<file path="config.mk">
export PLATFORM = sky130hd
export DESIGN_NAME = traceback_top
export DESIGN_NICKNAME = d
export VERILOG_FILES = /design/src/verilog/traceback_pkg.sv /design/src/verilog/move_decoder.sv /design/src/verilog/tile_buffer.sv /design/src/verilog/tile_loader.sv /design/src/verilog/trace_cursor.sv /design/src/verilog/traceback_fsm.sv /design/src/verilog/traceback_top.sv
export VERILOG_INCLUDE_DIRS = /design/src /design/src/verilog
export SDC_FILE = /design/constraint.sdc
export NUM_CORES = 1
export LEC_CHECK = 0
export ABC_AREA = 1
export BUFFER_PORTS_ARGS = -buffer_cell sky130_fd_sc_hd__buf_2
export CAP_MARGIN = 10
export CORE_MARGIN = 2
export CORE_UTILIZATION = 45
export DETAILED_ROUTE_END_ITERATION = 10
export HOLD_SLACK_MARGIN = 0.12
export SLEW_MARGIN = 20
export SYNTH_ARGS = -nofsm -noshare
export SYNTH_HDL_FRONTEND = slang
export SYNTH_SLANG_ARGS = --single-unit
</file>
<file path="constraint.sdc">
create_clock -name clk -period 6.61 [get_ports clk]
set_input_delay 0.9915 -clock clk [delete_from_list [all_inputs] [get_ports clk]]
set_output_delay 0.9915 -clock clk [all_outputs]
set_load 0.02 [all_outputs]
</file>
<file path="src/verilog/traceback_cfg.svh">
`ifndef TRACEBACK_CFG_SVH
`define TRACEBACK_CFG_SVH

// tile edge, in cells (tile is square)
`define TB_TILE_LEN 8

// in-tile offset and column counter width, log2 of the tile edge
`define TB_OFF_WIDTH 3

// matrix coordinate width
`define TB_POS_WIDTH 8

// one direction word per matrix cell
`define TB_DIR_WIDTH 4

`endif

</file>
<file path="src/verilog/traceback_pkg.sv">
`include "traceback_cfg.svh"

package traceback_pkg;

	// emitted alignment symbols
	typedef enum logic [1:0] {
		MOVE_M    = 2'd0, // diagonal, x-1 and y-1
		MOVE_I    = 2'd1, // column step left, y-1
		MOVE_D    = 2'd2, // row step up, x-1
		MOVE_NONE = 2'd3  // no move yet
	} move_t;

	// where the H value of a cell came from
	typedef enum logic [1:0] {
		H_STOP   = 2'd0,
		H_DIAG   = 2'd1,
		H_FROM_I = 2'd2,
		H_FROM_D = 2'd3
	} h_src_t;

	typedef struct packed {
		h_src_t h_src;
		logic   i_ext; // I at this cell extends a gap
		logic   d_ext; // D at this cell extends a gap
	} dir_fields_t;

	// same word seen raw or by fields
	typedef union packed {
		logic [`TB_DIR_WIDTH-1:0] raw;
		dir_fields_t              f;
	} dir_word_u;

	// controller phases
	typedef enum logic [2:0] {
		PH_IDLE,
		PH_LOAD,
		PH_WALK,
		PH_DECIDE, // one cycle between tile exit and reload
		PH_DONE
	} phase_t;

endpackage

</file>
<file path="src/verilog/move_decoder.sv">
`timescale 1ns/1ps

module move_decoder (
	input  logic                     clk,
	input  logic                     rst_n,
	input  logic                     capture,
	input  logic                     step,
	input  traceback_pkg::dir_word_u rd_word,
	output traceback_pkg::move_t     next_move,
	output logic                     stop
);
	traceback_pkg::move_t       prev_move;
	traceback_pkg::dir_fields_t f;

	assign f = rd_word.f;

	always_comb begin
		stop = 1'b0;
		next_move = traceback_pkg::MOVE_NONE;
		// an open gap keeps going while the cell says it extends
		if (prev_move == traceback_pkg::MOVE_I && f.i_ext) begin
			next_move = traceback_pkg::MOVE_I;
		end else if (prev_move == traceback_pkg::MOVE_D && f.d_ext) begin
			next_move = traceback_pkg::MOVE_D;
		end else begin
			// back in H state
			case (f.h_src)
				traceback_pkg::H_DIAG:   next_move = traceback_pkg::MOVE_M;
				traceback_pkg::H_FROM_I: next_move = traceback_pkg::MOVE_I;
				traceback_pkg::H_FROM_D: next_move = traceback_pkg::MOVE_D;
				default:                 stop = 1'b1;
			endcase
		end
	end

	always_ff @(posedge clk or negedge rst_n) begin
		if (!rst_n)
			prev_move <= traceback_pkg::MOVE_NONE;
		else if (capture)
			prev_move <= traceback_pkg::MOVE_NONE; // new walk starts in H
		else if (step)
			prev_move <= next_move;
	end

endmodule

</file>
<file path="src/verilog/tile_buffer.sv">
`timescale 1ns/1ps
`include "traceback_cfg.svh"

module tile_buffer (
	input  logic                                        clk,
	input  logic                                        rst_n,
	input  logic                                        wr_en,
	input  logic [`TB_OFF_WIDTH-1:0]                    wr_col,
	input  traceback_pkg::dir_word_u [`TB_TILE_LEN-1:0] col_data,
	input  logic [`TB_OFF_WIDTH-1:0]                    rd_row,
	input  logic [`TB_OFF_WIDTH-1:0]                    rd_col,
	output traceback_pkg::dir_word_u                    rd_word
);
	logic [`TB_DIR_WIDTH-1:0] mem [`TB_TILE_LEN][`TB_TILE_LEN]; // [row][col]
	logic [`TB_TILE_LEN-1:0]  col_vld;                          // column written since reset

	// word r is row origin_x-r, i.e. row offset TILE_LEN-1-r
	always_ff @(posedge clk) begin
		if (wr_en) begin
			for (int r = 0; r < `TB_TILE_LEN; r++)
				mem[`TB_TILE_LEN - 1 - r][wr_col] <= col_data[r].raw;
		end
	end

	always_ff @(posedge clk or negedge rst_n) begin
		if (!rst_n)
			col_vld <= '0;
		else if (wr_en)
			col_vld[wr_col] <= 1'b1;
	end

	// an unwritten column reads as a stop word
	assign rd_word.raw = col_vld[rd_col] ? mem[rd_row][rd_col] : '0;

endmodule

</file>
<file path="src/verilog/tile_loader.sv">
`timescale 1ns/1ps
`include "traceback_cfg.svh"

module tile_loader (
	input  logic                     clk,
	input  logic                     rst_n,
	input  logic                     load_go,
	input  logic [`TB_POS_WIDTH-1:0] origin_y,
	output logic                     col_req,
	output logic [`TB_POS_WIDTH-1:0] col_addr,
	output logic                     wr_en,
	output logic [`TB_OFF_WIDTH-1:0] wr_col,
	output logic                     load_done
);
	logic                     run; // columns 1..7 still pending
	logic [`TB_OFF_WIDTH-1:0] cnt; // in-tile column of this request

	// column 0 goes out in the load_go cycle itself
	assign col_req = load_go | run;

	// leftmost tile column is TILE_LEN-1 left of the origin, may wrap below zero
	assign col_addr = origin_y - `TB_POS_WIDTH'(`TB_TILE_LEN - 1) + `TB_POS_WIDTH'(cnt);

	// last column written
	assign load_done = wr_en && (wr_col == '1);

	always_ff @(posedge clk or negedge rst_n) begin
		if (!rst_n) begin
			run <= 1'b0;
			cnt <= '0;
		end else if (run) begin
			cnt <= cnt + `TB_OFF_WIDTH'(1); // wraps back to 0 after column 7
			if (cnt == '1)
				run <= 1'b0;
		end else if (load_go) begin
			run <= 1'b1;
			cnt <= `TB_OFF_WIDTH'(1);
		end
	end

	// memory answers one cycle after the request
	always_ff @(posedge clk or negedge rst_n) begin
		if (!rst_n) begin
			wr_en <= 1'b0;
			wr_col <= '0;
		end else begin
			wr_en <= col_req;
			wr_col <= cnt;
		end
	end

endmodule

</file>
<file path="src/verilog/trace_cursor.sv">
`timescale 1ns/1ps
`include "traceback_cfg.svh"

module trace_cursor (
	input  logic                     clk,
	input  logic                     rst_n,
	input  logic                     capture,
	input  logic                     walk_en,
	input  logic [`TB_POS_WIDTH-1:0] start_x,
	input  logic [`TB_POS_WIDTH-1:0] start_y,
	input  traceback_pkg::move_t     next_move,
	input  logic                     stop,
	input  traceback_pkg::dir_word_u rd_word,
	output logic [`TB_OFF_WIDTH-1:0] rd_row,
	output logic [`TB_OFF_WIDTH-1:0] rd_col,
	output logic [`TB_POS_WIDTH-1:0] origin_y,
	output logic [`TB_POS_WIDTH-1:0] row_addr,
	output traceback_pkg::move_t     align_sym,
	output logic                     align_valid,
	output logic                     step,
	output logic                     tile_exit,
	output logic                     walk_end
);
	logic [`TB_POS_WIDTH-1:0] pos_x;  // current cell row
	logic [`TB_POS_WIDTH-1:0] pos_y;  // current cell column
	logic [`TB_POS_WIDTH-1:0] org_x;  // bottom-right cell of the tile
	logic [`TB_POS_WIDTH-1:0] org_y;
	logic [`TB_OFF_WIDTH-1:0] off_x;  // row offset, TILE_LEN-1 at the origin
	logic [`TB_OFF_WIDTH-1:0] off_y;  // column offset
	logic [`TB_POS_WIDTH-1:0] nxt_x;
	logic [`TB_POS_WIDTH-1:0] nxt_y;
	logic                     dec_x;  // move steps up
	logic                     dec_y;  // move steps left
	logic                     hit_zero;

	always_comb begin
		dec_x = 1'b0;
		dec_y = 1'b0;
		case (next_move)
			traceback_pkg::MOVE_M: begin
				dec_x = 1'b1;
				dec_y = 1'b1;
			end
			traceback_pkg::MOVE_I: dec_y = 1'b1;
			traceback_pkg::MOVE_D: dec_x = 1'b1;
			default: ;
		endcase
	end

	assign nxt_x = pos_x - `TB_POS_WIDTH'(dec_x);
	assign nxt_y = pos_y - `TB_POS_WIDTH'(dec_y);

	// move would leave the matrix
	assign hit_zero = (dec_x && pos_x == '0) || (dec_y && pos_y == '0);

	// end of walk emits nothing
	assign walk_end = walk_en && (stop || rd_word.raw == '0 || hit_zero);
	assign step = walk_en && !walk_end;

	assign align_valid = step;
	assign align_sym = next_move;

	// offset about to go below zero, next cell lies outside the tile
	assign tile_exit = step && ((dec_x && off_x == '0) || (dec_y && off_y == '0));

	assign rd_row = off_x;
	assign rd_col = off_y;
	assign row_addr = org_x;
	assign origin_y = org_y;

	always_ff @(posedge clk or negedge rst_n) begin
		if (!rst_n) begin
			pos_x <= '0;
			pos_y <= '0;
			org_x <= '0;
			org_y <= '0;
			off_x <= '0;
			off_y <= '0;
		end else if (capture) begin
			pos_x <= start_x;
			pos_y <= start_y;
			org_x <= start_x;
			org_y <= start_y;
			off_x <= '1;
			off_y <= '1;
		end else if (step) begin
			pos_x <= nxt_x;
			pos_y <= nxt_y;
			if (tile_exit) begin
				// new tile anchored at the cell just reached
				org_x <= nxt_x;
				org_y <= nxt_y;
				off_x <= '1;
				off_y <= '1;
			end else begin
				off_x <= off_x - `TB_OFF_WIDTH'(dec_x);
				off_y <= off_y - `TB_OFF_WIDTH'(dec_y);
			end
		end
	end

endmodule

</file>
<file path="src/verilog/traceback_fsm.sv">
`timescale 1ns/1ps

module traceback_fsm (
	input  logic clk,
	input  logic rst_n,
	input  logic start,
	input  logic load_done,
	input  logic tile_exit,
	input  logic walk_end,
	output logic load_go,
	output logic walk_en,
	output logic capture,
	output logic busy,
	output logic done
);
	traceback_pkg::phase_t state;
	traceback_pkg::phase_t state_nx;

	// idle and done count as not busy
	assign busy = !(state == traceback_pkg::PH_IDLE || state == traceback_pkg::PH_DONE);
	assign done = (state == traceback_pkg::PH_DONE);
	assign walk_en = (state == traceback_pkg::PH_WALK);

	// start cell is captured in the cycle start is accepted
	assign capture = start && !busy;

	always_comb begin
		state_nx = state;
		case (state)
			traceback_pkg::PH_IDLE,
			traceback_pkg::PH_DONE: begin
				state_nx = capture ? traceback_pkg::PH_LOAD : traceback_pkg::PH_IDLE;
			end
			traceback_pkg::PH_LOAD: begin
				if (load_done)
					state_nx = traceback_pkg::PH_WALK;
			end
			traceback_pkg::PH_WALK: begin
				if (walk_end)
					state_nx = traceback_pkg::PH_DONE;
				else if (tile_exit)
					state_nx = traceback_pkg::PH_DECIDE; // cursor already re-anchored
			end
			traceback_pkg::PH_DECIDE: state_nx = traceback_pkg::PH_LOAD;
			default: state_nx = traceback_pkg::PH_IDLE;
		endcase
	end

	always_ff @(posedge clk or negedge rst_n) begin
		if (!rst_n) begin
			state <= traceback_pkg::PH_IDLE;
			load_go <= 1'b0;
		end else begin
			state <= state_nx;
			// high in the first load cycle only
			load_go <= (state_nx == traceback_pkg::PH_LOAD) && (state != traceback_pkg::PH_LOAD);
		end
	end

endmodule

</file>
<file path="src/verilog/traceback_top.sv">
`timescale 1ns/1ps
`include "traceback_cfg.svh"

module traceback_top (
	input  logic                                          clk,
	input  logic                                          rst_n,
	input  logic                                          start,
	input  logic [`TB_POS_WIDTH-1:0]                      start_x,
	input  logic [`TB_POS_WIDTH-1:0]                      start_y,
	input  traceback_pkg::dir_word_u [`TB_TILE_LEN-1:0]   col_data,
	output logic                                          col_req,
	output logic [`TB_POS_WIDTH-1:0]                      col_addr,
	output logic [`TB_POS_WIDTH-1:0]                      row_addr,
	output traceback_pkg::move_t                          align_sym,
	output logic                                          align_valid,
	output logic                                          busy,
	output logic                                          done
);
	logic                     load_go;
	logic                     load_done;
	logic                     walk_en;
	logic                     capture;
	logic                     tile_exit;
	logic                     walk_end;
	logic                     wr_en;
	logic [`TB_OFF_WIDTH-1:0] wr_col;
	logic [`TB_OFF_WIDTH-1:0] rd_row;
	logic [`TB_OFF_WIDTH-1:0] rd_col;
	logic [`TB_POS_WIDTH-1:0] origin_y;
	logic                     step;
	logic                     stop;
	traceback_pkg::dir_word_u rd_word;
	traceback_pkg::move_t     next_move;

	traceback_fsm u_fsm (
		.clk(clk), .rst_n(rst_n), .start(start),
		.load_done(load_done), .tile_exit(tile_exit), .walk_end(walk_end),
		.load_go(load_go), .walk_en(walk_en), .capture(capture),
		.busy(busy), .done(done)
	);

	tile_loader u_loader (
		.clk(clk), .rst_n(rst_n), .load_go(load_go), .origin_y(origin_y),
		.col_req(col_req), .col_addr(col_addr),
		.wr_en(wr_en), .wr_col(wr_col), .load_done(load_done)
	);

	tile_buffer u_buffer (
		.clk(clk), .rst_n(rst_n), .wr_en(wr_en), .wr_col(wr_col),
		.col_data(col_data), .rd_row(rd_row), .rd_col(rd_col), .rd_word(rd_word)
	);

	move_decoder u_decoder (
		.clk(clk), .rst_n(rst_n), .capture(capture), .step(step),
		.rd_word(rd_word), .next_move(next_move), .stop(stop)
	);

	trace_cursor u_cursor (
		.clk(clk), .rst_n(rst_n), .capture(capture), .walk_en(walk_en),
		.start_x(start_x), .start_y(start_y), .next_move(next_move),
		.stop(stop), .rd_word(rd_word), .rd_row(rd_row), .rd_col(rd_col),
		.origin_y(origin_y), .row_addr(row_addr), .align_sym(align_sym),
		.align_valid(align_valid), .step(step), .tile_exit(tile_exit),
		.walk_end(walk_end)
	);

endmodule
</file>
; After elaboration in Yosys (flattened, before gate mapping)
; Memory sizes are Yosys's and may differ from the RTL's.
; Cells that the tools add are included.
[op_classes]
addsub = 7
order_cmp = 6
n_eq_ne = 15
mux = 48
bitwise_logic = 4
n_reduce_logical = 36
[op_table]
columns = operator, count
row1 = 8-bit 2-to-1 mux, 10
row2 = 3-bit 2-to-1 mux, 11
row3 = 32-bit 2-to-1 mux, 1
row4 = 8-bit logical NOT, 2
row5 = 4-bit 2-to-1 mux, 4
row6 = 8-bit by 1-bit subtractor with 8-bit output, 2
row7 = 1-bit logical AND, 14
row8 = 4-bit binary-select mux with 3-bit select, 1
row9 = 4-bit demux with 3-bit select, 1
row10 = 1-bit 2-to-1 mux, 12
row11 = 3-bit case mux with 4 select lines, 1
row12 = 3-bit equality test (second input constant), 3
row13 = 3-bit logical NOT, 3
row14 = 8-bit by 3-bit adder with 8-bit output, 1
row15 = 2-bit equality test (second input constant), 4
row16 = 4-bit >= comparator (second input constant), 2
row17 = 3-bit by 4-bit less-than comparator with 1-bit output (second input constant), 2
row18 = 2-bit 2-to-1 mux, 4
row19 = 3-bit NOT with 4-bit output, 2
row20 = 8-bit OR, 1
row21 = 8-bit by 3-bit subtractor with 8-bit output (second input constant), 1
row22 = 2-bit by 1-bit equality test with 1-bit output (second input constant), 3
row23 = 3-bit by 1-bit equality test with 1-bit output (second input constant), 2
row24 = 3-bit by 2-bit equality test with 1-bit output (second input constant), 2
row25 = other kinds (17), 27
[totals]
regBits = 60
ramBits = 256
output_inout_bits = 22
elab_cells = 131
memories = 1
[memory_table]
columns = memory, depth, width, read_ports, rd_clocked_by_memory_dff, write_ports, line
row1 = u_buffer.mem, 8, 32, 1, 0, 8, tile_buffer.sv:14  ; logic [`TB_DIR_WIDTH-1:0] mem [`TB_TILE_LEN][`TB_TILE_LEN];

; Depth between registers and ports, before layout
[depth]
word_depth = 24
depth_mapped = 26

; Modules after synthesis
; Synthesis repeated with hierarchy kept, for this count alone.
[unflattened]
cells_unflattened = 1331
hier_area_um2 = 13980.9
[modules_own_cells]
columns = mod, n_inst, cells_per_inst, area_each_um2
row1 = tile_buffer, 1, 903, 10675.2
row2 = trace_cursor, 1, 300, 2343.5
row3 = tile_loader, 1, 71, 548.0
row4 = traceback_fsm, 1, 32, 239.0
row5 = move_decoder, 1, 25, 175.2

; Worst setup path before layout
; No wires, ideal clock.
[synth_timing]
kind = register -> output
startpoint = register u_cursor.off_x[0], in the netlist u_cursor.rd_row[0]
endpoint = output port align_valid
arrival_time_ns = 2.596
required_time_ns = 5.618
setup_slack_ns = 3.022
stages_incl_launch_ff = 17
path_buffers = 4
cell_sequence = dfrtp_1 -> buf_6 -> inv_2 -> buf_8 -> buf_4 -> clkbuf_1 -> nor2_1 -> o221ai_1 -> o211ai_1 -> a21oi_1 -> o221ai_1 -> ha_1 -> nand2_2 -> nand2_4 -> nand2_2 -> nand4_4 -> inv_1
[synth_between]
elab_chain_len = 18
elab_cells_between_ends = 33
classes_between = eq/ne: 5 / mux: 12 / reduce/logical: 15 / memory: 1
[synth_lines]
columns = item, line
row1 = start: declaration, trace_cursor.sv:28  ; logic [`TB_OFF_WIDTH-1:0] off_x;
row2 = start signal: assignment, trace_cursor.sv:96  ; off_x <= off_x - `TB_OFF_WIDTH'(dec_x);
row3 = memory read 8 x 32 bit (*), --
row4 = 4-bit binary-select mux with 3-bit select (*), tile_buffer.sv:33  ; assign rd_word.raw = col_vld[rd_col] ? mem[rd_row][rd_col] : '0;
row5 = 4-bit 2-to-1 mux (implied by the code) (*) (2 in series), tile_buffer.sv:33
row6 = 4-bit 2-to-1 mux (*), tile_buffer.sv:33
row7 = 2-bit equality test or 2-bit by 1-bit equality test with 1-bit output (tied branches), move_decoder.sv:27  ; case (f.h_src)
row8 = 2-bit case mux with 3 select lines, move_decoder.sv:27
row9 = 2-bit 2-to-1 mux, move_decoder.sv:23  ; end else if (prev_move == traceback_pkg::MOVE_D && f.d_ext) begin
row10 = 2-bit 2-to-1 mux, move_decoder.sv:21  ; if (prev_move == traceback_pkg::MOVE_I && f.i_ext) begin
row11 = "2-bit equality test, or another cell as far along", trace_cursor.sv:39  ; case (next_move)
row12 = 2-bit OR reduction (no line), --
row13 = 1-bit 2-to-1 mux, trace_cursor.sv:39
row14 = 1-bit logical AND, trace_cursor.sv:54  ; assign hit_zero = (dec_x && pos_x == '0) || (dec_y && pos_y == '0);
row15 = 1-bit logical OR, trace_cursor.sv:54
row16 = 1-bit logical OR (*), trace_cursor.sv:57  ; assign walk_end = walk_en && (stop || rd_word.raw == '0 || hit_zero);
row17 = 1-bit logical AND (*), trace_cursor.sv:57
row18 = 1-bit logical NOT (*), trace_cursor.sv:58  ; assign step = walk_en && !walk_end;
row19 = 1-bit logical AND (*), trace_cursor.sv:58
row20 = end: declaration, traceback_top.sv:15  ; output logic align_valid,
; Every way passes the cells marked *; elsewhere a longest branch is shown, timed or not. The select of a mux whose other input is x is not followed.

; Final worst setup path
; Ends and elaborated chain as after synthesis.

==> out/results.tsv <==
stage	metric	value	unit
worst_setup_path	critical path class	reg2out	
worst_setup_path	CP Data Required Time	5.62	ns
sta	final worst slack	1.07	ns
route	Post-Route WL	32.2	mm
placed_design	dpl ws	1.69	ns
finish	layout cell share with drive strength beyond 1	14.2	%
sta	Max Fclk	0.181	GHz
synth	EDFF count, synth	256	
hold_path	worst hold path type	reg2reg	
worst_setup_path	max incr delay on CP	0.89	ns
worst_setup_path	peak fanout along the critical path	94	
finish	synthesis-to-finish area growth	12.5	%
worst_setup_path	CP max-delay cell	dfrtp_4	
synth	Yosys reg bits	316	
sta	fin crit period	5.54	ns
flow_run	max-cap violations	0	
clocking	register clock-pin slew on the reported worst setup and hold paths	0.06	ns
finish	Filler Cells Inserted	2589	
global_routing	pin count of the biggest net entering global routing	95	
sta	slew of the pin with the lowest slew margin	0.786	ns
clocking	deepest clock path buffer count	3	
pwr	Design Power	4.02	mW
synth	Synth Warn #	0	
sta	RSZ-0062 raised after global routing	false	
clocking	root buffer cell	clkbuf_16	
synth	Synthesized Nets	1273	
status	outcome	finished, final reports clean	
global_routing	gr usage total	20.9	%
pwr	pwr dens	262	nW/µm²
worst_setup_path	Most common cell on crit path	nand2_1	
finish	area of the multi-input gates	3860	µm²
placed_design	DP HPWL	18.7	mm
clocking	CTS H-tree lvls	2	
synth	post-synth cell types	47	
floorplanning	CORE AREA	29700	µm²
global_routing	total grt overflow	0	
worst_setup_path	r2r setup slk	1.93	ns
worst_setup_path	worst setup path start	u_cursor.rd_row[0]	
pwr	leak pwr	5.85	nW
clocking	CTS Sinks	316	
placed_design	Placed Cells	1619	
finish	final core utilization	51.6	%
finish	nets	1334	
synth	Mapped Cells	1206	
placed_design	Placer Congestion	0.835	
clocking	Post-CTS Resized	0	
route	initial drt markers	928	
clocking	Clk Latency, worst-skew pair	0.52	ns
floorplanning	Die ar.	31700	µm²
worst_setup_path	FF-to-FF path depth	21	
finish	register area	9200	µm²
synth	mapped cell area	13600	µm²
worst_setup_path	crit end category	output pin	
sta	max-slew violation count	0	
sta	Fin. Hold Viols	0	
sta	setup_tns	0	ns
route	Initial DRT Pass Iterations	5	
placed_design	Cell Area, Placed	14200	µm²
sta	fin crit share	83.8	%
finish	fin cells	1684	
clocking	CTS tree	yes	
global_routing	initial antenna violation count	1	
clocking	Post-CTS Setup Inserts	0	
floorplanning	Initial Util	45.8	%
finish	fin area	15300	µm²
clocking	CTS Hold Bufs	0	
synth	top_reg_cell synth	edfxtp_1	
worst_setup_path	crit path to	align_valid	
route	Residual DRC	0	
route	total number of vias	8929	
synth	register area share after synthesis	67.5	%
global_routing	first-pass GRT wire length	50.4	mm
route	antenna-violating nets left	0	
route	Routed WL per cell	19.1	µm
sta	count of final setup violators	0	
floorplanning	die height	178	µm
clocking	cts bufs inserted	35	
worst_setup_path	Worst Setup Start Kind	flip-flop	
worst_setup_path	RR Startpoint	u_cursor.rd_row[0]	
floorplanning	I/O Pins	73	
route	routed vias/inst	5.30	
sta	Worst slew margin	47.6	%
worst_setup_path	RR Endpoint	u_cursor.origin_y[7]	
placed_design	Buffers on Ports	72	
pwr	maximum vdd drop	0.220	mV
global_routing	vias in the first global route	8762	
floorplanning	Rows	63	
sta	hold slack	0.418	ns
floorplanning	Die Wd	178	µm
worst_setup_path	CP cell instances	clkinv_2 -> buf_12 -> or2_0 -> nand2_1 -> nand3_1 -> nand3_1 -> nand2_1 -> nand2_1 -> nand2_1 -> nand2_1 -> nand2_1 -> nand2_2 -> ha_1 -> nand2_2 -> nand2_4 -> nand2_2 -> nand4_4 -> inv_1 -> buf_2	
worst_setup_path	Arr. time, crit path	4.55	ns
synth	syn avg cell area	11.3	µm²
synth	asr flop ratio synth	19.0	%
sta	skew final	0.0240	ns
sequential cells by signal, summed over array words and instances, names as in the netlist, 2 cells and up:
register / cells
u_cursor.pos_x: 8
u_cursor.origin_y: 8
u_cursor.row_addr: 8
u_decoder.prev_move: 2
u_cursor.rd_col: 3
u_fsm.state: 3
u_loader.cnt: 3
u_buffer.col_vld: 8
u_cursor.pos_y: 8
u_cursor.rd_row: 3
u_loader.wr_col: 3
u_buffer.mem: 256
layer usage:
layer  track usage [%]  part of all wire, %  vias to the layer above  wire [µm]
met5                 0                    0                        -          0
met4              5.12                  1.4                        0        448
met3              3.54                  6.0                       32       1940
met2              32.3                   46                      238      14900
met1              30.8                   46                     4341      14900
li1                  -                    -                     4318          -
worst max-delay path, delay by kind of cell (launching register included):
kind                     cells  cell delay [ns]
flip-flops                   1             0.89
AND/OR/NAND/NOR             14             1.35
adder cells (fa/ha/maj)      1             0.26
buffers and inverters        4             1.43
how the worst min path moves through the flow:
stage / cells after the start / slack (ns) / end / start
3_3_place_gp: 0 / 0.40 / u_loader.wr_col[0] / u_loader.cnt[0]
3_5_place_dp: 0 / 0.41 / u_loader.wr_col[0] / u_loader.cnt[0]
4_1_cts: 0 / 0.42 / u_loader.wr_col[0] / u_loader.cnt[0]
2_1_floorplan: 0 / 0.38 / u_loader.wr_col[0] / u_loader.cnt[0]
5_1_grt: 0 / 0.44 / u_loader.wr_col[0] / u_loader.cnt[0]
6_report: 0 / 0.42 / u_loader.wr_col[0] / u_loader.cnt[0]
synthesized netlist by cell type, drive strengths merged (7+ instances only):
cell	instances	share of area, %
clkbuf	14	0.39
o21ai	86	3.4
o221ai	10	0.64
xor2	11	0.71
nand3	161	6.0
inv	52	1.5
a21oi	23	0.93
nor2	115	3.3
dfrtp	58	11
o22ai	7	0.32
edfxtp	256	56
ha	15	1.4
or2	7	0.32
buf	49	2.8
nand2	307	8.8
area by class of cell:
class | instances | share of cell area, %
antenna | 1 | 0.0163
inverter | 52 | 1.31
tap | 390 | 3.18
timing repair buffer | 87 | 3.30
multi-input combinational | 775 | 25.2
sequential | 316 | 60.0
clock inverter | 12 | 0.637
clock buffer | 51 | 6.37
cells by family after synthesis:
logic type | after synthesis | synth area share, %
buffers and inverters | 115 | 4.62
AOI/OAI and AO/OA | 141 | 6.19
xor gates and xnor gates | 13 | 0.836
muxes | 3 | 0.220
and+or+nand+nor | 602 | 19.1
adders and majority gates | 16 | 1.52
DFF | 316 | 67.5
power breakdown:
| group | total, mW | switching, mW | leakage [nW] | internal (mW) |
|---|---|---|---|---|
| combinational | 0.0454 | 0.0343 | 2.27 | 0.0111 |
| clock | 1.82 | 0.753 | 0.521 | 1.07 |
| sequential | 2.15 | 0 | 3.06 | 2.15 |
cells in the final DEF, fill, tap and decap left out, types with 3 or more instances in the layout:
| cell type | instances |
|---|---|
| clkinv_1 | 4 |
| o21ai_0 | 55 |
| o21ai_1 | 22 |
| inv_2 | 4 |
| nor2_4 | 9 |
| nand3_1 | 160 |
| buf_2 | 72 |
| nor3_1 | 5 |
| edfxtp_1 | 256 |
| o221ai_1 | 10 |
| xor2_1 | 11 |
| o22ai_1 | 7 |
| buf_4 | 13 |
| o21ai_2 | 9 |
| nand2_1 | 297 |
| or2_2 | 6 |
| nand2_2 | 7 |
| mux2i_1 | 3 |
| clkinv_2 | 5 |
| o211ai_1 | 5 |
| a31oi_1 | 5 |
| inv_1 | 46 |
| nor2_1 | 104 |
| clkbuf_1 | 13 |
| clkbuf_16 | 36 |
| dfrtp_1 | 56 |
| ha_1 | 15 |
| a21oi_1 | 22 |
Power figures use the tool's default switching activity.
